`config.mk`:
```
export PLATFORM = sky130hd
export DESIGN_NAME = forwardDecide
export DESIGN_NICKNAME = d
export VERILOG_FILES = /design/src/hw/ethSwitchPkg.sv /design/src/hw/forwardDecide.sv
export SDC_FILE = /design/constraint.sdc
export NUM_CORES = 1
export LEC_CHECK = 0
export BUFFER_PORTS_ARGS = -buffer_cell sky130_fd_sc_hd__buf_4
export CORE_MARGIN = 3
export CORE_UTILIZATION = 35
export CTS_BUF_LIST = sky130_fd_sc_hd__clkbuf_16
export CTS_CLUSTER_DIAMETER = 120
export DETAILED_ROUTE_END_ITERATION = 16
export GPL_ROUTABILITY_DRIVEN = 0
export PLACE_DENSITY_LB_ADDON = 0.05
export RECOVER_POWER = 50
export SYNTH_ARGS = -nofsm -noshare
export SYNTH_HDL_FRONTEND = slang
export SYNTH_SLANG_ARGS = --single-unit
```
`constraint.sdc`:
```
create_clock -name RxClk -period 1.6 [get_ports RxClk]
set_input_delay 0 -clock RxClk [delete_from_list [all_inputs] [get_ports RxClk]]
set_output_delay 0 -clock RxClk [all_outputs]
set_load 0.02 [all_outputs]
```
`src/hw/ethSwitchPkg.sv`:
```
// Shared definitions for the four-port Ethernet switch
// Port indices, MAC address fields, stream widths and the rx FSM states
package ethSwitchPkg;

  localparam int NumPorts = 4;

  // Port roles, fixed by board wiring
  localparam int IdxEth1 = 0;
  localparam int IdxEth2 = 1;
  localparam int IdxPs   = 2;  // Processor side
  localparam int IdxRt   = 3;  // Real-time side

  typedef logic [7:0]  byteT;
  typedef logic [47:0] macT;

  localparam macT BroadcastMac = 48'hffff_ffff_ffff;

  // On-board MAC is vendor prefix, interface code, then 4'd0 and board id
  localparam logic [23:0] CompanyId = 24'hfa610e;
  localparam logic [15:0] PsMacCode = 16'h0300;
  localparam logic [15:0] RtMacCode = 16'h1394;

  localparam byteT SfdByte = 8'hd5;  // Ends the preamble

  // Preamble + start byte + dest MAC, so dest MAC is known when byte 0 leaves
  localparam int HeaderDelay    = 14;
  localparam int InterPacketGap = 12;  // Idle cycles after each packet

  typedef enum logic [1:0] {
    Idle,
    Header,
    Data
  } rxStateT;

endpackage

```
`src/hw/forwardDecide.sv`:
```
// Forwarding decision for all four in-ports
// Learns the host MAC seen on Eth1 and Eth2, builds the primary MAC of each
// port and gives one out-port mask per in-port
module forwardDecide (
  input  logic              RxClk,
  input  logic              rstN,
  input  logic [3:0]        boardId,
  input  logic [3:0]        portActive,
  input  ethSwitchPkg::macT destMac [ethSwitchPkg::NumPorts],
  input  ethSwitchPkg::macT srcMac [ethSwitchPkg::NumPorts],
  input  logic [3:0]        headerDone,
  output logic [3:0]        fwdMask [ethSwitchPkg::NumPorts]  // [in][out]
);
  ethSwitchPkg::macT hostMac [ethSwitchPkg::IdxEth1:ethSwitchPkg::IdxEth2];
  ethSwitchPkg::macT primaryMac [ethSwitchPkg::NumPorts];  // Per out-port
  logic [3:0]        match [ethSwitchPkg::NumPorts];       // Dest hits another port
  logic [3:0]        isBcast;
  logic [3:0]        noMatch;                              // Unknown dest, flood hosts

  // Host learning, forgotten when the link drops
  always_ff @(posedge RxClk or negedge rstN) begin
    if (!rstN) begin
      for (int p = ethSwitchPkg::IdxEth1; p <= ethSwitchPkg::IdxEth2; p++) begin
        hostMac[p] <= ethSwitchPkg::BroadcastMac;
      end
    end else begin
      for (int p = ethSwitchPkg::IdxEth1; p <= ethSwitchPkg::IdxEth2; p++) begin
        if (!portActive[p])     hostMac[p] <= ethSwitchPkg::BroadcastMac;
        else if (headerDone[p]) hostMac[p] <= srcMac[p];
      end
    end
  end

  always_comb begin
    primaryMac[ethSwitchPkg::IdxEth1] = hostMac[ethSwitchPkg::IdxEth1];
    primaryMac[ethSwitchPkg::IdxEth2] = hostMac[ethSwitchPkg::IdxEth2];
    primaryMac[ethSwitchPkg::IdxPs] =
      {ethSwitchPkg::CompanyId, ethSwitchPkg::PsMacCode, 4'd0, boardId};
    primaryMac[ethSwitchPkg::IdxRt] =
      {ethSwitchPkg::CompanyId, ethSwitchPkg::RtMacCode, 4'd0, boardId};
  end

  always_comb begin
    for (int i = 0; i < ethSwitchPkg::NumPorts; i++) begin
      for (int o = 0; o < ethSwitchPkg::NumPorts; o++) begin
        match[i][o] = (o != i) && (destMac[i] == primaryMac[o]);  // Own port never counts
      end
      isBcast[i] = (destMac[i] == ethSwitchPkg::BroadcastMac);
      noMatch[i] = ~|match[i];
    end
  end

  always_comb begin
    for (int i = 0; i < ethSwitchPkg::NumPorts; i++) begin
      for (int o = 0; o < ethSwitchPkg::NumPorts; o++) begin
        fwdMask[i][o] = (o != i) && portActive[o] &&
                        (isBcast[i] || match[i][o] ||
                         ((o == ethSwitchPkg::IdxEth1 || o == ethSwitchPkg::IdxEth2) &&
                          noMatch[i]));
      end
    end
  end

endmodule

```
Word level (Yosys, flattened, before mapping):

Index checks and enable logic that the tools add are counted.
W data, S select, Z words.

* register bits: 96
* bits in latches: 0
* memory bits (writable): 0
* memory bits (read-only): 0
* input port bits: 398
* output and inout bits: 16
* word-level logic and storage cells: 62
* memories kept: 0

* add/sub/neg operators: 0
* multiply operators: 0
* divide/modulo/power cells: 0
* magnitude comparators: 0
* equality and inequality tests: 18
* shifts and indexed selects: 0
* mux-type cells: 4
* bitwise operators: 0
* reductions and logical operators: 38

Operator list (number)
* $eq A48 B48 Y1: 12
* $eq A48 B48 Y1 const B: 4
* $mux W48: 4
* $logic_or A1 B1 Y1: 18
* $logic_and A1 B1 Y1: 12
* $reduce_or A3 Y1: 4
* $logic_not A1 Y1: 4
* $ne A2 B1 Y1 const B: 2

Longest topological paths before layout:

* depth in word-level cells: 5
* depth in mapped cells: 5
* depth with buffers taken out: 5

Worst setup path after synthesis:

No wires, ideal clock.

* path type: register to output
* start: reg hostMac[49] (netlist bit)
* end: out fwdMask[5] (netlist bit)
* data arrival time: 1587 ps
* required time: 1600 ps
* path slack: 13 ps
* stages on the path, launching flop included: 6
* path buffers: 0
* cells stage by stage: dfstp_2 -> xnor2_1 -> nand4_1 -> nor4_1 -> nand3_1 -> a221o_1

RTL lines
* start, declared: RTL line forwardDecide.sv:14 `ethSwitchPkg::macT hostMac [ethSwitchPkg::IdxEth1:ethSwitchPkg::IdxEth2];`
* start signal, assigned by index: RTL line forwardDecide.sv:24 `hostMac[p] <= ethSwitchPkg::BroadcastMac;`
* start signal, assigned by index: RTL line forwardDecide.sv:28 `if (!portActive[p]) hostMac[p] <= ethSwitchPkg::BroadcastMac;`
* start signal, assigned by index: RTL line forwardDecide.sv:29 `else if (headerDone[p]) hostMac[p] <= srcMac[p];`
* end, declared: RTL line forwardDecide.sv:12 `output logic [3:0] fwdMask [ethSwitchPkg::NumPorts]`

==> summary.txt <==
Global routing
  • Total grt overflow: 0
  • First-pass GRT wire length: 65,110 µm
  • Gr usage total: 34.68%
  • Antenna violations before repair: 1
  • Vias in the first global route: 9,920
  • Pin count of the biggest net entering global routing: 50

Detailed routing
  • Drt first pass iters: 5
  • Vias/cell: 5.483
  • Final antenna-violating net count: 0
  • DRC: 0
  • Average routed wire per standard cell: 25.78 µm
  • DRT Wirelength: 45,650 µm
  • Via count: about 10,000
  • Drt first-iter violations: roughly 1,100

Critical path
  • R2r worst-path depth: 4
  • Crit start category: register
  • Worst r2r src: hostMac[92]
  • RR Endpoint: hostMac[92]
  • Crit path DAT: 2.41 ns
  • WS Path Type: register to primary output
  • Worst R2R Setup Slack: ~0.080 ns
  • Required time worst endpoint: 1.60 ns
  • CP endpoint kind: primary output
  • Crit Path Max Fanout: 3

Worst hold path
  • Hold Path Cell Cnt: 3
  • Min-Delay Path Class: input port to register
  • Hold Path End: hostMac[86]
  • Hold_sp: headerDone[0]

Cells and area
  • Fill cell count: ~2,000
  • Proportion of layout cells with a drive suffix above 1: between 40% and 50%
  • P&R area growth vs syn: 72.60%
  • Number of flip-flops in the largest register: 96
  • Largest Register: hostMac
  • Post-route insts no fill: 1,771
  • Final nets: between 1,500 and 2,000
  • Largest regs: hostMac: 96 flops

Logic synthesis
  • XOR/XNOR Fraction of Synth Area: 32.36%
  • Syn_area_per_cell: 9.502 µm²
  • Post-synthesis simple-gate area fraction: between 20 and 25%
  • Seq/Total Area, Yosys: 30.65%
  • Main combinational cell family by area after synthesis: XOR/XNOR gates
  • YS warnings: 0
  • #FFs+latches synth: 96
  • Yosys cell types: 35
  • Post-Synth Adder-Cell Area: 0%
  • Synth Area in Compound Gates: 1.368%
  • Synth Cell Area: 0.008229 mm²
  • Synthesized instance count: 866
  • Post-synthesis mux area share: 11.68%

Clocking
  • H-tree level count: 3
  • Clk Latency, worst-skew pair: 0.36 ns
  • Sink Count: 96
  • CTS Buf Count: 9
  • CTS Buffer Depth: 2
  • Root buf cell: clkbuf_16
  • Clk slew on worst S/H paths: ~0.070 ns
  • CTS tree: yes

Placement
  • Port bufs: 311
  • Post-Place Cells: roughly 1,600
  • DP HPWL: 35,840 µm

Pwr
  • Lkg Pwr: ~5.9 nW
  • Power density cells: between 600 and 700 mW/mm²
  • Worst IR drop on VDD: 0.5046 mV

Floorplan
  • IO Pins: between 400 and 500
  • Die width: 159.3 µm
  • Die height: 159.3 µm
  • Die area: between 0.02 and 0.03 mm²
  • Initial Util: between 30% and 40%
  • CORE AREA: 0.02285 mm²
  • # rows: 55

Timing
  • Max Fclk: 415.1 MHz
  • Final hold viol count: 0
  • Tcrit/Tclk final: 150.6%
  • Setup Skew: 0 ns
  • Hold WS: 0.07411 ns
  • Slew of the pin with the lowest slew margin: 0.7490 ns
  • Slew headroom: 50.07%
  • Final setup fails: 6
  • RSZ-0062 raised after global routing: yes
  • Minimum clock period: 2.409 ns
  • Final setup margin: -0.8091 ns
  • Fin. max-slew vios: 0

Flow run
  • Max-Cap Viols: 0

Status
  • Failing checks: setup timing
  • Status: finished with violations
==> cell usage in the layout (no fill, tap or decap), types with 2 or more instances in the layout <==
cell type,instances
nor3_1,6
or4_4,2
clkbuf_2,2
dlygate4sd3_1,118
xnor2_1,184
nor2_1,6
nand2_1,108
nand3_1,8
buf_6,20
inv_1,2
inv_6,2
nand2b_1,4
buf_4,448
buf_12,13
a21boi_1,4
bufinv_16,3
a31oi_2,2
nor3_2,2
conb_1,4
nand4_1,104
and4_1,4
or4_1,2
dfstp_2,92
mux2i_1,96
xor2_1,104
nor4_2,19
clkbuf_16,9
nor4_4,6
xnor2_2,15
dfstp_1,4
nand4_2,2
nor4_1,48
==> through the flow <==
step / setup TNS [ns] / power, mW / cell area (µm²) / utilization (%) / setup WS, ns
4_1_cts: -3.780 / 8.604 / 13840 / 60.60 / -0.7088
3_5_place_dp: -2.051 / 5.672 / 11950 / 52.28 / -0.4299
5_1_grt: -4.756 / 9.066 / 14200 / 62.16 / -0.8527
3_3_place_gp: -2.169 / 5.674 / 11950 / 52.28 / -0.4399
2_1_floorplan: 0 / 3.969 / 8240 / - / 0.01346
6_report: -4.305 / 8.767 / 14200 / 62.17 / -0.8091
==> timing repair <==
action,CTS,global route
pin swaps,30,31
hold buffers,118,1
setup buffers,22,17
setup endpoints to repair,6,10
endpoints found under the hold margin,122,1
resized for setup,30,38
==> power breakdown <==
part	switching [mW]	total [mW]	internal, mW
sequential	0.271	2.96	2.69
combinational	1.49	3.22	1.73
clock	1.06	2.59	1.53
==> critical path, stage by stage (launching register included) <==
cell	delay (ns)
dfstp_2	0.59
xor2_1	0.10
nor4_2	0.35
nand4_1	0.25
nor4_1	0.39
a221o_1	0.23
buf_6	0.14
==> routing by layer <==
metal | track usage [%] | wire length, µm | up-vias | part of all wire [%]
met2 | 51.46 | 19860 | 647 | 44
met1 | 47.92 | 18870 | 4673 | 41
met3 | 12.07 | 5634 | 106 | 12
met4 | 9.710 | 1284 | 0 | 2.8
met5 | 0 | 0 | - | 0
li1 | - | - | 4285 | -
==> kinds of logic (layout without fill, tap and decap cells) <==
kind of cell,count (synthesis),count (layout)
AOI/OAI and AO/OA,15,15
other,1,5
xor gates and xnor gates,304,304
muxes,96,96
DFF,96,96
buffers and inverters,30,618
and+or+nand+nor,324,324
==> synthesized netlist by cell type <==
cell type	instances	share of area (%)
xnor2_1	200	21
nand2_1	108	4.9
nand4_1	104	7.9
xor2_1	104	11
dfstp_2	96	31
mux2i_1	96	12
nor4_1	67	5.1
clkbuf_1	14	0.64
buf_2	10	0.61
nand3_1	8	0.49
nor3_1	8	0.49
nor2_1	6	0.27
a21boi_1	4	0.36
and4_1	4	0.43
buf_4	4	0.36
nand2b_1	4	0.30
a31oi_1	3	0.23
nor4_2	3	0.46
nor4_4	3	0.78
inv_1	2	0.091
nand4_2	2	0.30
or4_1	2	0.18
or4_4	2	0.27
a21boi_0	1	0.091
a221o_1	1	0.12
a311o_1	1	0.12
a41oi_1	1	0.11
and4b_1	1	0.12
conb_1	1	0.046
nor2b_1	1	0.076
nor4b_1	1	0.11
o211ai_1	1	0.091
o21a_1	1	0.091
o21ai_0	1	0.061
o31ai_1	1	0.091
==> how the worst max path moves through the flow <==
stage,startpoint,end,slack [ns],cells past startpoint
6_report,hostMac[16],fwdMask[5],-0.81,6
5_1_grt,hostMac[76],fwdMask[5],-0.85,7
4_1_cts,hostMac[49],fwdMask[1],-0.71,6
3_5_place_dp,hostMac[52],fwdMask[5],-0.43,7
3_3_place_gp,hostMac[76],fwdMask[5],-0.44,7
2_1_floorplan,hostMac[49],fwdMask[5],0.01,5
==> final cells by class <==
type / instances / area [µm²] / area share, %
clock buffers: 9 / 225.2 / 1.586
flip-flops and latches: 96 / 2522 / 17.76
inverters: 2 / 7.507 / 0.05285
multi-input cells: 743 / 5899 / 41.53
clock inverters: 6 / 115.1 / 0.8104
repair buffers: 601 / 5040 / 35.48
diodes: 1 / 2.502 / 0.01762
well taps: 313 / 391.6 / 2.757
(Power assumes the default switching activity.)
