## config.mk

```make
export PLATFORM = sky130hd
export DESIGN_NAME = rxFrameParser
export DESIGN_NICKNAME = d
export VERILOG_FILES = /design/src/hw/ethSwitchPkg.sv /design/src/hw/rxFrameParser.sv
export SDC_FILE = /design/constraint.sdc
export NUM_CORES = 1
export LEC_CHECK = 0
export ABC_AREA = 1
export BUFFER_PORTS_ARGS = -buffer_cell sky130_fd_sc_hd__buf_2
export CORE_MARGIN = 1
export CORE_UTILIZATION = 54
export DETAILED_ROUTE_END_ITERATION = 10
export PLACE_DENSITY_LB_ADDON = 0.05
export SYNTH_ARGS = -nofsm -noshare
export SYNTH_HDL_FRONTEND = slang
export SYNTH_SLANG_ARGS = --single-unit
export TNS_END_PERCENT = 20
```

## constraint.sdc

```tcl
create_clock -name RxClk -period 4.65 [get_ports RxClk]
set_input_delay 0.2325 -clock RxClk [delete_from_list [all_inputs] [get_ports RxClk]]
set_output_delay 0.2325 -clock RxClk [all_outputs]
set_load 0.03 [all_outputs]
```

## src/hw/ethSwitchPkg.sv

```systemverilog
// Shared definitions for the four-port Ethernet switch
// Port indices, MAC address fields, stream widths and the rx FSM states
package ethSwitchPkg;

  localparam int NumPorts = 4;

  // Port roles, fixed by board wiring
  localparam int IdxEth1 = 0;
  localparam int IdxEth2 = 1;
  localparam int IdxPs   = 2;  // Processor side
  localparam int IdxRt   = 3;  // Real-time side

  typedef logic [7:0]  byteT;
  typedef logic [47:0] macT;

  localparam macT BroadcastMac = 48'hffff_ffff_ffff;

  // On-board MAC is vendor prefix, interface code, then 4'd0 and board id
  localparam logic [23:0] CompanyId = 24'hfa610e;
  localparam logic [15:0] PsMacCode = 16'h0300;
  localparam logic [15:0] RtMacCode = 16'h1394;

  localparam byteT SfdByte = 8'hd5;  // Ends the preamble

  // Preamble + start byte + dest MAC, so dest MAC is known when byte 0 leaves
  localparam int HeaderDelay    = 14;
  localparam int InterPacketGap = 12;  // Idle cycles after each packet

  typedef enum logic [1:0] {
    Idle,
    Header,
    Data
  } rxStateT;

endpackage

```

## src/hw/rxFrameParser.sv

```systemverilog
// Receive side of one switch port
// Finds the start byte, captures dest and source MAC from the frame header,
// and delays the byte stream so the forward decision is ready before it leaves
module rxFrameParser (
  input  logic               RxClk,
  input  logic               rstN,
  input  logic               rxValid,
  input  ethSwitchPkg::byteT rxData,
  output ethSwitchPkg::macT  destMac,
  output ethSwitchPkg::macT  srcMac,
  output logic               headerDone,
  output logic               dlyValid,
  output logic               dlyFirst,
  output logic               dlyLast,
  output ethSwitchPkg::byteT dlyData
);
  localparam int Dly = ethSwitchPkg::HeaderDelay;

  ethSwitchPkg::rxStateT state;
  logic [3:0]            hdrCnt;      // Frame header byte 0..13
  logic [39:0]           hdrSr;       // Last five header bytes
  ethSwitchPkg::byteT    dataSr [Dly];
  logic [Dly:0]          vldSr;       // One stage longer, for the first-byte edge

  always_ff @(posedge RxClk or negedge rstN) begin
    if (!rstN) begin
      state      <= ethSwitchPkg::Idle;
      hdrCnt     <= '0;
      headerDone <= 1'b0;
    end else begin
      headerDone <= 1'b0;  // Single-cycle pulse
      case (state)
        ethSwitchPkg::Idle: begin
          // No check on the preamble itself
          if (rxValid && rxData == ethSwitchPkg::SfdByte) begin
            state  <= ethSwitchPkg::Header;
            hdrCnt <= '0;
          end
        end
        ethSwitchPkg::Header: begin
          if (!rxValid) begin
            state <= ethSwitchPkg::Idle;  // Runt, give up
          end else begin
            hdrCnt <= hdrCnt + 4'd1;
            if (hdrCnt == 4'd13) begin
              state      <= ethSwitchPkg::Data;
              headerDone <= 1'b1;
            end
          end
        end
        ethSwitchPkg::Data: if (!rxValid) state <= ethSwitchPkg::Idle;
        default: state <= ethSwitchPkg::Idle;
      endcase
    end
  end

  // MACs change in one step on their last byte, so the previous packet
  // still draining from the delay line keeps a stable dest address
  always_ff @(posedge RxClk) begin
    if (state == ethSwitchPkg::Header && rxValid) begin
      hdrSr <= {hdrSr[31:0], rxData};
      if (hdrCnt == 4'd5) destMac <= {hdrSr, rxData};
      if (hdrCnt == 4'd11) srcMac <= {hdrSr, rxData};
    end
  end

  // Delay line
  always_ff @(posedge RxClk) begin
    dataSr[0] <= rxData;
    for (int k = 1; k < Dly; k++) begin
      dataSr[k] <= dataSr[k-1];
    end
  end

  always_ff @(posedge RxClk or negedge rstN) begin
    if (!rstN) vldSr <= '0;
    else       vldSr <= {vldSr[Dly-1:0], rxValid};
  end

  assign dlyData  = dataSr[Dly-1];
  assign dlyValid = vldSr[Dly-1];
  assign dlyFirst = vldSr[Dly-1] & ~vldSr[Dly];    // Rising edge of delayed valid
  assign dlyLast  = vldSr[Dly-1] & ~vldSr[Dly-2];  // Next one is not valid

  // Every burst reaches the data phase before it ends, no runt headers
  assert property (@(posedge RxClk) disable iff (!rstN)
    $fell(rxValid) |-> $past(state) == ethSwitchPkg::Data);

endmodule

```

### Word level (Yosys, flattened, before mapping)

Memory sizes are Yosys's and may differ from the RTL's.
Cells that the tools add are included.

* add/sub/neg operators: 1
* multipliers: 0
* divide/modulo/power cells: 0
* order comparisons: 0
* equality and inequality tests: 10
* shift operators: 0
* multiplexer cells: 11
* bitwise logic cells: 4
* reductions and logical operators: 8

Operators by type and width (number)
* == test 4 bit, second input constant: 2
* == test 8 bit, second input constant: 1
* 2-to-1 mux 2 bit: 4
* 2-to-1 mux 4 bit: 2
* one-hot mux 4 bit (2 select lines): 1
* != test 2 bit, second input constant: 3
* one-hot mux 2 bit (3 select lines): 1
* AND reduction 3 bit: 2
* adder 4 x 1 -> 4 bit, second input constant: 1
* == test 4 x 3 -> 1 bit, second input constant: 1
* AND reduction 2 bit: 2
* 2-to-1 mux 1 bit: 3
* != test 3 bit, second input constant: 1
* AND 1 bit: 2
* == test 2 x 1 -> 1 bit, second input constant: 1
* == test 2 bit, second input constant: 1
* logical AND 1 bit: 2
* zero test 2 bit: 1
* inverter 1 bit: 2
* nonzero test 2 bit: 1

* flip-flop bits (word level): 158
* bits in latches: 0
* RAM bits: 112
* memory bits (read-only): 0
* bits of input ports: 11
* logic and storage cells: 42
* memories: 1

Memories
* dataSr: words 14, width 8, rd ports 14, clocked after memory_dff 0, write ports 14, RTL line rxFrameParser.sv:22 `ethSwitchPkg::byteT dataSr [Dly];`

### Logic depth before layout (Yosys ltp)

* depth after elaboration: 4
* gate-level depth with buffers: 7

### Least setup slack after synthesis

Ideal clock, no wire load.

* path type: reg2reg
* from: reg state[1]
* to: reg srcMac[0] (enable)
* setup time: 0.481 ns
* data arrival time: 3.354 ns
* required time: 4.169 ns
* setup slack: 0.815 ns
* cell stages (with the launch flop): 4
* path through: dfrtp_1 > nor2_2 > nand2_2 > nor4b_2

* longest elaborated chain between the ends: 3

Ends and longest elaborated chain
* start: declaration: RTL line rxFrameParser.sv:19 `ethSwitchPkg::rxStateT state;`
* start signal: assignment: RTL line rxFrameParser.sv:27 `state <= ethSwitchPkg::Idle;`
* start signal: assignment: RTL line rxFrameParser.sv:36 `state <= ethSwitchPkg::Header;`
* start signal: assignment: RTL line rxFrameParser.sv:42 `state <= ethSwitchPkg::Idle;`
* == test 2 x 1 -> 1 bit: RTL line rxFrameParser.sv:60 `if (state == ethSwitchPkg::Header && rxValid) begin`
* logical AND 1 bit: RTL line rxFrameParser.sv:60
* AND reduction 2 bit (no line)
* end signal: assignment: RTL line rxFrameParser.sv:63 `if (hdrCnt == 4'd11) srcMac <= {hdrSr, rxData};`
* end: declaration: RTL line rxFrameParser.sv:10 `output ethSwitchPkg::macT srcMac,`

Every way passes these cells.
A chain may end at the register's enable or synchronous reset.

### Final worst setup path

* from: reg state[1]
* to: reg srcMac[1] (enable)

The elaborated chain is that of the path after synthesis.

==> results.json <==
{
  "synth_nets": 349,
  "avgSynthCellArea_sq_um": 21.5,
  "maxCapViolCount": 0,
  "dieArea_sq_mm": 0.0139,
  "worst_path_largest_cell_delay_ns": 0.57,
  "final-setup-viol-count": 0,
  "numCtsBuffers": 25,
  "power_leakage_nw": 3.51,
  "cp_cell_sequence": "nor2_2 > nand2_2 > nor4b_4 > buf_4",
  "status": "completed",
  "ant_nets": 0,
  "fin_util_pct": 69.5,
  "ctsHoldBuffers": 10,
  "rsz0062_at_grt": "false",
  "clock-sinks": 270,
  "yosysSeqAreaShare_pct": 95.1,
  "routabilityCongestion": 0.755,
  "hpwl_um": 5400,
  "dr.pass1.iters": 4,
  "grt_pass1_vias": 3001,
  "fmax_ghz": 0.501,
  "routed_via_density": 4.52,
  "htreeDepth": 1,
  "dieHeight_um": 118,
  "synth_area_leaders": "edfxtp_1 (56%), dfxtp_1 (31%), dfrtp_1 (7.6%), buf_4 (0.83%), nand2_1 (0.73%)",
  "clk_pin_slew_ns": 0.06,
  "n_fill_cell": 846,
  "ys_ff_latch": 270,
  "slew_headroom_pct": 39.3,
  "yosysWarningCount": 0,
  "total_power_mw": 4.52,
  "powerDensity_mw_per_mm2": 507,
  "arrival_ns": 2.11,
  "critPathMaxFanout": 48,
  "drt_iter0_markers": 155,
  "fin_crit_ns": 2.00,
  "synth_common_cells": "edfxtp_1 (136), dfxtp_1 (112), dfrtp_1 (22)",
  "multi_input_area_sq_um": 269,
  "cp_num_buf_inv": 1,
  "root_buffer": "clkbuf_16",
  "async_flop_share_pct": 8.15,
  "grt_overflow": 0,
  "ir_drop_mv": 0.269,
  "totalWireLength_um": 9370,
  "startpoint_type": "flop",
  "yosysTopAreaCell": "edfxtp_1",
  "worst_slew_pin_slew_ns": 0.910,
  "setup.worst_path.class": "flop to flop",
  "synthCells": 336,
  "rows": 41,
  "synth_ff_type": "edfxtp_1",
  "final-hold-violation-count": 0,
  "grt_use_total_pct": 13.6,
  "netlist.area_leader.share_pct": 56.5,
  "place.port_buffers": 118,
  "drc": 0,
  "drive_gt1_share_pct": 32.5,
  "clk_latency_ns": 0.49,
  "crit_required_ns": 4.77,
  "whs_ns": 0.230,
  "fin_worst_skew_ns": 0.0130,
  "clockBufferDepth": 3,
  "io_pins": 119,
  "ctsResizeCount": 0,
  "seq_area_sq_mm": 0.00688,
  "yosysMostFrequentCell": "edfxtp_1",
  "tns_ns": 0,
  "die_x_um": 118,
  "areaGrowthSynthToFinish_pct": 23.2,
  "cts_tree": "built",
  "endpoint_kind": "flop",
  "grt_max_degree": 49,
  "cp_slowest_cell": "buf_4",
  "finalCritPeriodShare_pct": 43.0,
  "synth_cell_types": 19,
  "wl_per_cell_um": 13.9,
  "core_area_sq_mm": 0.0128,
  "nets": 497,
  "diodes": 0,
  "critPathTopFamily": "simple AND/OR/NAND/NOR gates",
  "slew_viol_final": 0,
  "syn-cell-area_sq_mm": 0.00723,
  "antenna_found_initial": 0,
  "synth_edf_count": 136,
  "grt_pass1_wl_um": 15000,
  "initial_utilization_pct": 56.4,
  "hold_path.class": "input port to asynchronous set/reset pin",
  "cts_setup_buffers": 0,
  "vias": 3044
}
[placed cells by master, fill, tap and decap left out]
| cell type | count |
|---|---|
| clkinv_4 | 1 |
| nor3b_1 | 1 |
| edfxtp_1 | 136 |
| or2_0 | 2 |
| nand4_1 | 3 |
| clkinvlp_4 | 1 |
| dlygate4sd3_1 | 10 |
| ha_1 | 2 |
| nor2_2 | 3 |
| clkinv_1 | 2 |
| nor2_4 | 1 |
| bufinv_16 | 1 |
| buf_2 | 118 |
| xor2_1 | 1 |
| dfxtp_1 | 112 |
| dfrtp_1 | 22 |
| nor4b_4 | 1 |
| inv_4 | 1 |
| nand2_2 | 1 |
| inv_1 | 9 |
| nor2_1 | 8 |
| inv_2 | 1 |
| clkbuf_16 | 27 |
| nand3_1 | 9 |
| clkbuf_2 | 1 |
| buf_4 | 2 |
| clkinv_2 | 2 |
| nand2_1 | 14 |
| clkbuf_1 | 7 |
| clkbuf_8 | 2 |
| a31o_1 | 1 |
[registers in the layout, summed over array words and instances, names as in the netlist]
name / count
headerDone: 1
vldSr: 15
hdrCnt: 4
destMac: 48
hdrSr: 40
srcMac: 48
dataSr: 112
state: 2
[metrics by stage]
stage	instance area, sq um	worst slack [ns]	cells
floorplan	7230	0.815	336
global placement	8000	2.75	619
detailed placement	8000	2.69	619
CTS	8910	2.66	674
global route	8910	2.53	674
finish	8910	2.65	674
[cells by family (layout without fill, tap and decap cells)]
logic type / after synthesis / in the layout / synth area share (%)
buf+inv: 19 / 185 / 1.42
compound gates: 1 / 1 / 0.121
flops: 270 / 270 / 95.1
fa+ha+maj: 2 / 2 / 0.346
xor+xnor: 1 / 1 / 0.121
simple gates: 43 / 43 / 2.91
[final cells by class]
cell class,instances,share of cell area (%)
multi-input cells,47,3.02
repair buffers,130,7.92
clock buffers,37,8.24
clock inverters,8,0.787
flip-flops and latches,270,77.2
well taps,172,2.42
inverters,10,0.421
[metal layers]
layer	part of all wire (%)	global-route usage [%]	vias up
li1	-	-	1472
met1	45	18.5	1461
met2	47	21.6	95
met3	6.3	3.05	16
met4	1.8	4.89	0
met5	0	0	-
[path summary, 6_finish.rpt]
check / start / end / slack, ns / cells after the start
min: rstN / state[1]$_DFFE_PN0P_ / 0.23 / 2
max reg2reg: state[1]$_DFFE_PN0P_ / srcMac[1]$_DFFE_PP_ / 2.65 / 4
max: state[1]$_DFFE_PN0P_ / srcMac[1]$_DFFE_PP_ / 2.65 / 4
min in group RxClk: dataSr[1][36]$_DFF_P_ / dataSr[1][44]$_DFF_P_ / 0.32 / 0
max in group asynchronous: rstN / vldSr[8]$_DFF_PN0_ / 4.08 / 2
min reg2reg: dataSr[1][36]$_DFF_P_ / dataSr[1][44]$_DFF_P_ / 0.32 / 0
[power breakdown]
part	internal, mW	leakage (nW)	switching [mW]
Combinational	0.0143	0.676	0.0259
Clock	1.15	0.393	0.773
Sequential	2.54	2.44	0.0142
[worst reg2reg max path, stage by stage (launching register included)]
cell     delay [ns]
dfrtp_1        0.41
nor2_2         0.15
nand2_2        0.18
nor4b_4        0.26
buf_4          0.57
(Power assumes the default switching activity.)
