File: src/hw/ethSwitchPkg.sv
// Shared definitions for the four-port Ethernet switch
// Port indices, MAC address fields, stream widths and the rx FSM states
package ethSwitchPkg;

  localparam int NumPorts = 4;

  // Port roles, fixed by board wiring
  localparam int IdxEth1 = 0;
  localparam int IdxEth2 = 1;
  localparam int IdxPs   = 2;  // Processor side
  localparam int IdxRt   = 3;  // Real-time side

  typedef logic [7:0]  byteT;
  typedef logic [47:0] macT;

  localparam macT BroadcastMac = 48'hffff_ffff_ffff;

  // On-board MAC is vendor prefix, interface code, then 4'd0 and board id
  localparam logic [23:0] CompanyId = 24'hfa610e;
  localparam logic [15:0] PsMacCode = 16'h0300;
  localparam logic [15:0] RtMacCode = 16'h1394;

  localparam byteT SfdByte = 8'hd5;  // Ends the preamble

  // Preamble + start byte + dest MAC, so dest MAC is known when byte 0 leaves
  localparam int HeaderDelay    = 14;
  localparam int InterPacketGap = 12;  // Idle cycles after each packet

  typedef enum logic [1:0] {
    Idle,
    Header,
    Data
  } rxStateT;

endpackage

File: src/hw/packetQueue.sv
// Store-and-forward byte queue for one in-port to out-port pair
// Each entry keeps a last-byte flag. A packet is accepted or dropped whole,
// decided on its first byte from the free space left
module packetQueue #(
  parameter int QueueDepth    = 128,
  parameter int MaxFrameBytes = 64
) (
  input  logic               RxClk,
  input  logic               rstN,
  input  logic               flush,    // Out-port link down
  input  logic               wrEn,
  input  logic               wrFirst,
  input  logic               wrLast,
  input  ethSwitchPkg::byteT wrData,
  input  logic               popEn,
  output logic               pktAvail,
  output logic               headLast,
  output ethSwitchPkg::byteT headData
);
  localparam int AddrW = $clog2(QueueDepth);
  localparam int CntW  = AddrW + 1;

  logic [8:0]       mem [QueueDepth];  // {last, data}
  logic [AddrW-1:0] wrPtr;
  logic [AddrW-1:0] rdPtr;
  logic [CntW-1:0]  used;              // Bytes stored
  logic [CntW-1:0]  pktCnt;            // Complete packets stored
  logic             accept;            // Decision for the packet in flight
  logic             fits;
  logic             doWrite;
  logic             popLast;

  assign fits    = (QueueDepth - int'(used)) >= MaxFrameBytes;
  assign doWrite = wrEn && !flush && (wrFirst ? fits : accept);
  assign popLast = popEn && headLast;

  always_ff @(posedge RxClk) begin
    if (doWrite) mem[wrPtr] <= {wrLast, wrData};
  end

  always_ff @(posedge RxClk or negedge rstN) begin
    if (!rstN) begin
      wrPtr  <= '0;
      rdPtr  <= '0;
      used   <= '0;
      pktCnt <= '0;
      accept <= 1'b0;
    end else if (flush) begin
      wrPtr  <= '0;
      rdPtr  <= '0;
      used   <= '0;
      pktCnt <= '0;
      accept <= 1'b0;
    end else begin
      // Relatch on every first byte, a mask rising mid-packet writes nothing
      if (wrFirst) accept <= wrEn && fits;
      if (doWrite) wrPtr <= (wrPtr == AddrW'(QueueDepth - 1)) ? '0 : wrPtr + 1'b1;
      if (popEn)   rdPtr <= (rdPtr == AddrW'(QueueDepth - 1)) ? '0 : rdPtr + 1'b1;
      used   <= used + CntW'(doWrite) - CntW'(popEn);
      pktCnt <= pktCnt + CntW'(doWrite && wrLast) - CntW'(popLast);  // Whole packets only
    end
  end

  assign pktAvail = (pktCnt != '0);
  assign headData = mem[rdPtr][7:0];  // Head byte, read asynchronously
  assign headLast = mem[rdPtr][8];

  // Scheduler pops only queues that hold a complete packet
  assert property (@(posedge RxClk) disable iff (!rstN) popEn |-> pktAvail);

endmodule

File: config.mk
export PLATFORM = sky130hd
export DESIGN_NAME = packetQueue
export DESIGN_NICKNAME = d
export VERILOG_FILES = /design/src/hw/ethSwitchPkg.sv /design/src/hw/packetQueue.sv
export SDC_FILE = /design/constraint.sdc
export NUM_CORES = 1
export LEC_CHECK = 0
export CAP_MARGIN = 20
export CORE_MARGIN = 4
export CORE_UTILIZATION = 53
export DETAILED_ROUTE_END_ITERATION = 8
export DONT_BUFFER_PORTS = 1
export HOLD_SLACK_MARGIN = 0.02
export PLACE_DENSITY = 0.68
export SLEW_MARGIN = 20
export SYNTH_ARGS = -nofsm -noshare
export SYNTH_HDL_FRONTEND = slang
export SYNTH_SLANG_ARGS = --single-unit
export TNS_END_PERCENT = 20
File: constraint.sdc
create_clock -name RxClk -period 11.8 [get_ports RxClk]
set_input_delay 2.36 -clock RxClk [delete_from_list [all_inputs] [get_ports RxClk]]
set_output_delay 2.36 -clock RxClk [all_outputs]
set_load 0.01 [all_outputs]
Word-level counts from Yosys, hierarchy flattened
Memory sizes are Yosys's and may differ from the RTL's.
Cells that the tools add are included.
W data, S select, Z words.
{"block": "word_totals", "romBits": 0, "latch_bits": 0, "output_inout_bits": 10, "ramBits": 1152, "register_bits": 31, "in_bits": 15, "mem_count": 1, "word_cells": 39}
{"block": "op_classes", "mux": 13, "mul": 0, "n_addsub": 7, "shifts": 0, "reduce_logical": 10, "magnitude_cmp": 1, "n_eq_ne": 2, "div": 0, "n_bitwise": 0}
{"name": "mem", "depth": 128, "word_bits": 9, "rd": 1, "rd_clocked_by_memory_dff": 0, "wr": 1, "line_no": "packetQueue.sv:23", "rtl": "logic [8:0] mem [QueueDepth];"}
{"cell": "$mux W7", "count": 6}
{"cell": "$add A8 B1 Y8", "count": 2}
{"cell": "$mux W8", "count": 2}
{"cell": "$sub A8 B1 Y8", "count": 2}
{"cell": "$add A7 B1 Y7 const B", "count": 2}
{"cell": "$eq A7 B7 Y1 const B", "count": 2}
{"cell": "$ge A9 B8 Y1 const B", "count": 1}
{"cell": "$sub A8 B8 Y9 const A", "count": 1}
{"cell": "$reduce_bool A8 Y1", "count": 1}
{"cell": "$reduce_bool A2 Y1", "count": 3}
{"cell": "$logic_and A1 B1 Y1", "count": 5}
{"cell": "$mux W1", "count": 5}
{"cell": "$logic_not A1 Y1", "count": 1}

Depth between registers and ports, before layout
{"block": "logic_depth", "depth_word": 8, "mapped_depth": 20, "mapped_depth_nobuf": 17}

Least setup slack after synthesis
No wires, ideal clock.
{"block": "synth_timing", "path_kind": "input to register", "start": "input flush", "end": "register pktCnt[7]", "path_slack_ps": 6697, "t_arrival_ps": 5025, "setup_ps": 78, "path_stages": 15, "t_required_ps": 11722, "n_path_buf": 2, "path_cell_list": "clkbuf_1 -> nor2b_1 -> and3b_1 -> a41o_1 -> clkbuf_1 -> nand2_1 -> ha_1 -> inv_1 -> ha_1 -> a21o_1 -> a21oi_1 -> o21bai_1 -> a2111o_1 -> a21o_1 -> a21oi_1"}
{"block": "synth_via", "elab_chain_cells": 7}
{"item": "start: declaration", "line_no": "packetQueue.sv:10", "rtl": "input logic flush,"}
{"item": "$logic_not A1 Y1", "line_no": "packetQueue.sv:34", "rtl": "assign doWrite = wrEn && !flush && (wrFirst ? fits : accept);"}
{"item": "$logic_and A1 B1 Y1 (2 in series)", "line_no": "packetQueue.sv:34"}
{"item": "$logic_and A1 B1 Y1", "line_no": "packetQueue.sv:60", "rtl": "pktCnt <= pktCnt + CntW'(doWrite && wrLast) - CntW'(popLast);"}
{"item": "$add A8 B1 Y8", "line_no": "packetQueue.sv:60"}
{"item": "$sub A8 B1 Y8", "line_no": "packetQueue.sv:60"}
{"item": "$mux W8 *", "line_no": "packetQueue.sv:48", "rtl": "end else if (flush) begin"}
{"item": "end signal: assignment", "line_no": "packetQueue.sv:60"}
{"item": "end: declaration", "line_no": "packetQueue.sv:27", "rtl": "logic [CntW-1:0] pktCnt;"}
Mark *: on every way between the ends. The rest lies on a longest branch, timed or not.
A chain may end at the register's enable or synchronous reset.

Worst setup path in the final report
{"block": "layout_timing", "start": "register rdPtr[0]", "end": "output headData[0]"}
{"block": "layout_via", "elab_chain_cells": 1}
{"item": "start: declaration", "line_no": "packetQueue.sv:25", "rtl": "logic [AddrW-1:0] rdPtr;"}
{"item": "start signal: assignment", "line_no": "packetQueue.sv:58", "rtl": "if (popEn) rdPtr <= (rdPtr == AddrW'(QueueDepth - 1)) ? '0 : rdPtr + 1'b1;"}
{"item": "$mem_v2 Z128 W9"}
{"item": "end: declaration", "line_no": "packetQueue.sv:18", "rtl": "output ethSwitchPkg::byteT headData"}
Every way passes these cells.

==> flow_metrics.py <==
metrics = {
    "floorplan": {
        "ios": 25,
        "core_mm2": 0.08716,
        "core.rowCount": 108,
        "die_y_um": 305.2,
        "die_area_mm2": 0.09317,
        "die_w_um": 305.2,
        "initial_core_util_pct": 53.73,
    },
    "cts": {
        "clk_latency_ps": 690,
        "clockBufferDepth": 3,
        "htree_num_levels": 3,
        "cts_setup_buffers": 0,
        "cts_tree": "yes",
        "root_buffer": "clkbuf_16",
        "clkSlewWorstSetupHoldPaths_ps": 60,
        "post_cts_resized": 0,
        "numCtsBuffers": 116,
        "cts.sinks": 1183,
        "cts_hold_buffers": 0,
    },
    "global_routing": {
        "grtUsageTotal_pct": 22.80,
        "grt_pass1_vias": 23000,
        "grt_max_degree": 130,
        "grt_pass1_wl_um": 157100,
        "overflow": 0,
        "antenna_found_initial": 1,
    },
    "finish": {
        "stdcell_count": 3578,
        "nFillCells": 6096,
        "final_cell_mix": "1152 x edfxtp_1, 231 x mux4_2, 175 x mux2i_1",
        "mostFrequentLayoutCell": "edfxtp_1",
        "diodes": 0,
        "drive_gt1_share_pct": 17.95,
        "seq_area_mm2": 0.03538,
        "multiInputGateArea_mm2": 0.01057,
        "syn_to_final_growth_pct": 9.576,
        "layout.nets": 2370,
    },
    "detailed_routing": {
        "dr.pass1.iters": 5,
        "drc": 0,
        "ant_nets": 0,
        "vias_per_cell": 6.350,
        "wl_per_cell_um": 29.63,
        "wirelength_um": 106000,
        "drt-initial-drc-count": 2639,
        "via_count": 22720,
    },
    "synthesis": {
        "ys_ff_latch": 1183,
        "syn-cell-area_mm2": 0.04683,
        "ys_seq_area_share_pct": 75.53,
        "ys.flop_type": "edfxtp_1",
        "ys_warn_count": 0,
        "synth_area_per_cell_um2": 20.26,
        "synthCells": 2311,
        "synth_edf_count": 1152,
        "syn_nets": 2355,
        "ys_types": 63,
        "async_reset_ff_share_pct": 2.620,
    },
    "critical_path": {
        "critPathMaxFanout": 96,
        "critical_path_class": "reg -> out",
        "r2r-start": "rdPtr[0]",
        "end_kind": "output port",
        "start_kind": "flop",
        "cp.required_ps": 9440,
        "reg2reg_slack_ps": 5820,
        "ff2ff_path_depth": 17,
        "r2r-end": "pktCnt[7]",
        "arrival_ps": 5330,
    },
    "hold_path": {
        "min_from": "wrPtr[3]",
        "min_path_cells": 1,
        "hold_class": "reg -> reg",
        "min_delay_worst_endpoint": "wrPtr[3]",
    },
    "placement": {
        "dp_hpwl_um": 59610,
        "place_inst": 3363,
        "place_congestion": 0.8158,
        "port_buffers": 0,
    },
    "sta": {
        "fin_tns_setup_ps": 0,
        "min_period_over_period_pct": 65.17,
        "tightest_slew_ps": 1099,
        "fin_crit_ps": 7690,
        "rsz0062_at_grt": "no",
        "clock_skew_ps": 13.54,
        "fmax_mhz": 130.0,
        "setup_viol": 0,
        "slew_headroom_pct": 26.47,
        "slew_violations": 0,
        "hold_viol": 0,
    },
    "pwr": {
        "vdd_ir_drop_max_v": 0.0001292,
        "power_density_mw_per_mm2": 169.2,
        "p_leak_uw": 0.01553,
    },
    "status": {
        "status": "complete, no violations",
    },
    "job": {
        "cap_violations": 0,
    },
}
synth_stat cells (all sizes together) (4+ instances only):
library cell	n	area (µm²)
o21bai	4	30.03
nor4	5	31.28
nor2	149	559.3
nand3	21	105.1
nand4	6	37.54
ha	27	337.8
xor2	4	35.03
nand2	30	112.6
inv	24	90.08
a21oi	52	260.3
a221oi	5	43.79
a211oi	41	307.8
a22o	4	35.03
buf	82	655.6
nand4b	4	35.03
clkbuf	51	191.4
nor2b	16	100.1
nand2b	7	43.79
o221ai	24	210.2
xnor2	6	52.55
o22ai	33	206.5
mux4	240	5439
o21ai	55	275.3
edfxtp	1152	34590
mux2i	175	1752
nor3	5	25.02
or3	6	37.54
dfrtp	31	775.7
a22oi	8	60.06
metrics by stage:
stage / hold WS, ps / cell area (µm²) / util [%] / power [µW] / setup WS [ps]
after floorplan: 515.7 / 46830 / - / 5166 / 6697
after global placement: 574.0 / 47710 / 54.74 / 5258 / 4932
after detailed placement: 608.3 / 47730 / 54.76 / 5276 / 4946
after CTS: 615.5 / 51300 / 58.86 / 8732 / 4189
after global routing: 654.9 / 51310 / 58.87 / 8980 / 3935
final: 615.0 / 51310 / 58.87 / 8680 / 4110
report_power, final:
| group | total (µW) | switching [µW] | internal (µW) |
|---|---|---|---|
| clock | 3490 | 1520 | 1970 |
| sequential | 4660 | 27.4 | 4640 |
| combinational | 524 | 278 | 245 |
kinds of logic after synthesis:
family / Yosys count / synth area share, %
compound gates: 252 / 3.516
flops: 1183 / 75.53
mux: 416 / 15.38
fa+ha+maj: 29 / 0.8069
simple gates: 264 / 2.578
buf+inv: 157 / 2.001
xor+xnor: 10 / 0.1870
how the worst max path moves through the flow:
stage / startpoint / end / depth (start not counted)
floorplan: flush / pktCnt[7] / 15
global placement: rdPtr[0] / headData[0] / 9
detailed placement: rdPtr[0] / headData[0] / 9
CTS: rdPtr[0] / headData[0] / 9
global route: rdPtr[0] / headData[0] / 9
finish: rdPtr[0] / headData[0] / 9
worst max-delay path: stages (launching register included):
cell and delay [ps]:
dfrtp_4 820, buf_4 590, buf_12 600, mux4_2 580, a211oi_1 450, o21ai_0 160
a21oi_1 730, nor4_1 250, buf_4 210, buf_4 130
area by class of cell:
| cell class | instances | area share, % |
|---|---|---|
| Timing Repair Buffer | 30 | 0.4877 |
| Clock inverter | 63 | 1.024 |
| Sequential cell | 1183 | 68.96 |
| Multi-Input combinational cell | 971 | 20.60 |
| Clock buffer | 152 | 5.940 |
| Tap cell | 1155 | 2.816 |
| Inverter | 24 | 0.1756 |
metal layers:
layer	global-route usage (%)	share of wire [%]
met5	0	0.012
met4	6.127	2.4
met3	5.372	9.2
met2	35.55	48
met1	33.04	41
flip-flops by register name, indices dropped and copies added (netlist names):
name    count
rdPtr       7
mem      1152
wrPtr       7
used        8
pktCnt      8
accept      1
No activity file was read; power rests on OpenSTA's default activity.
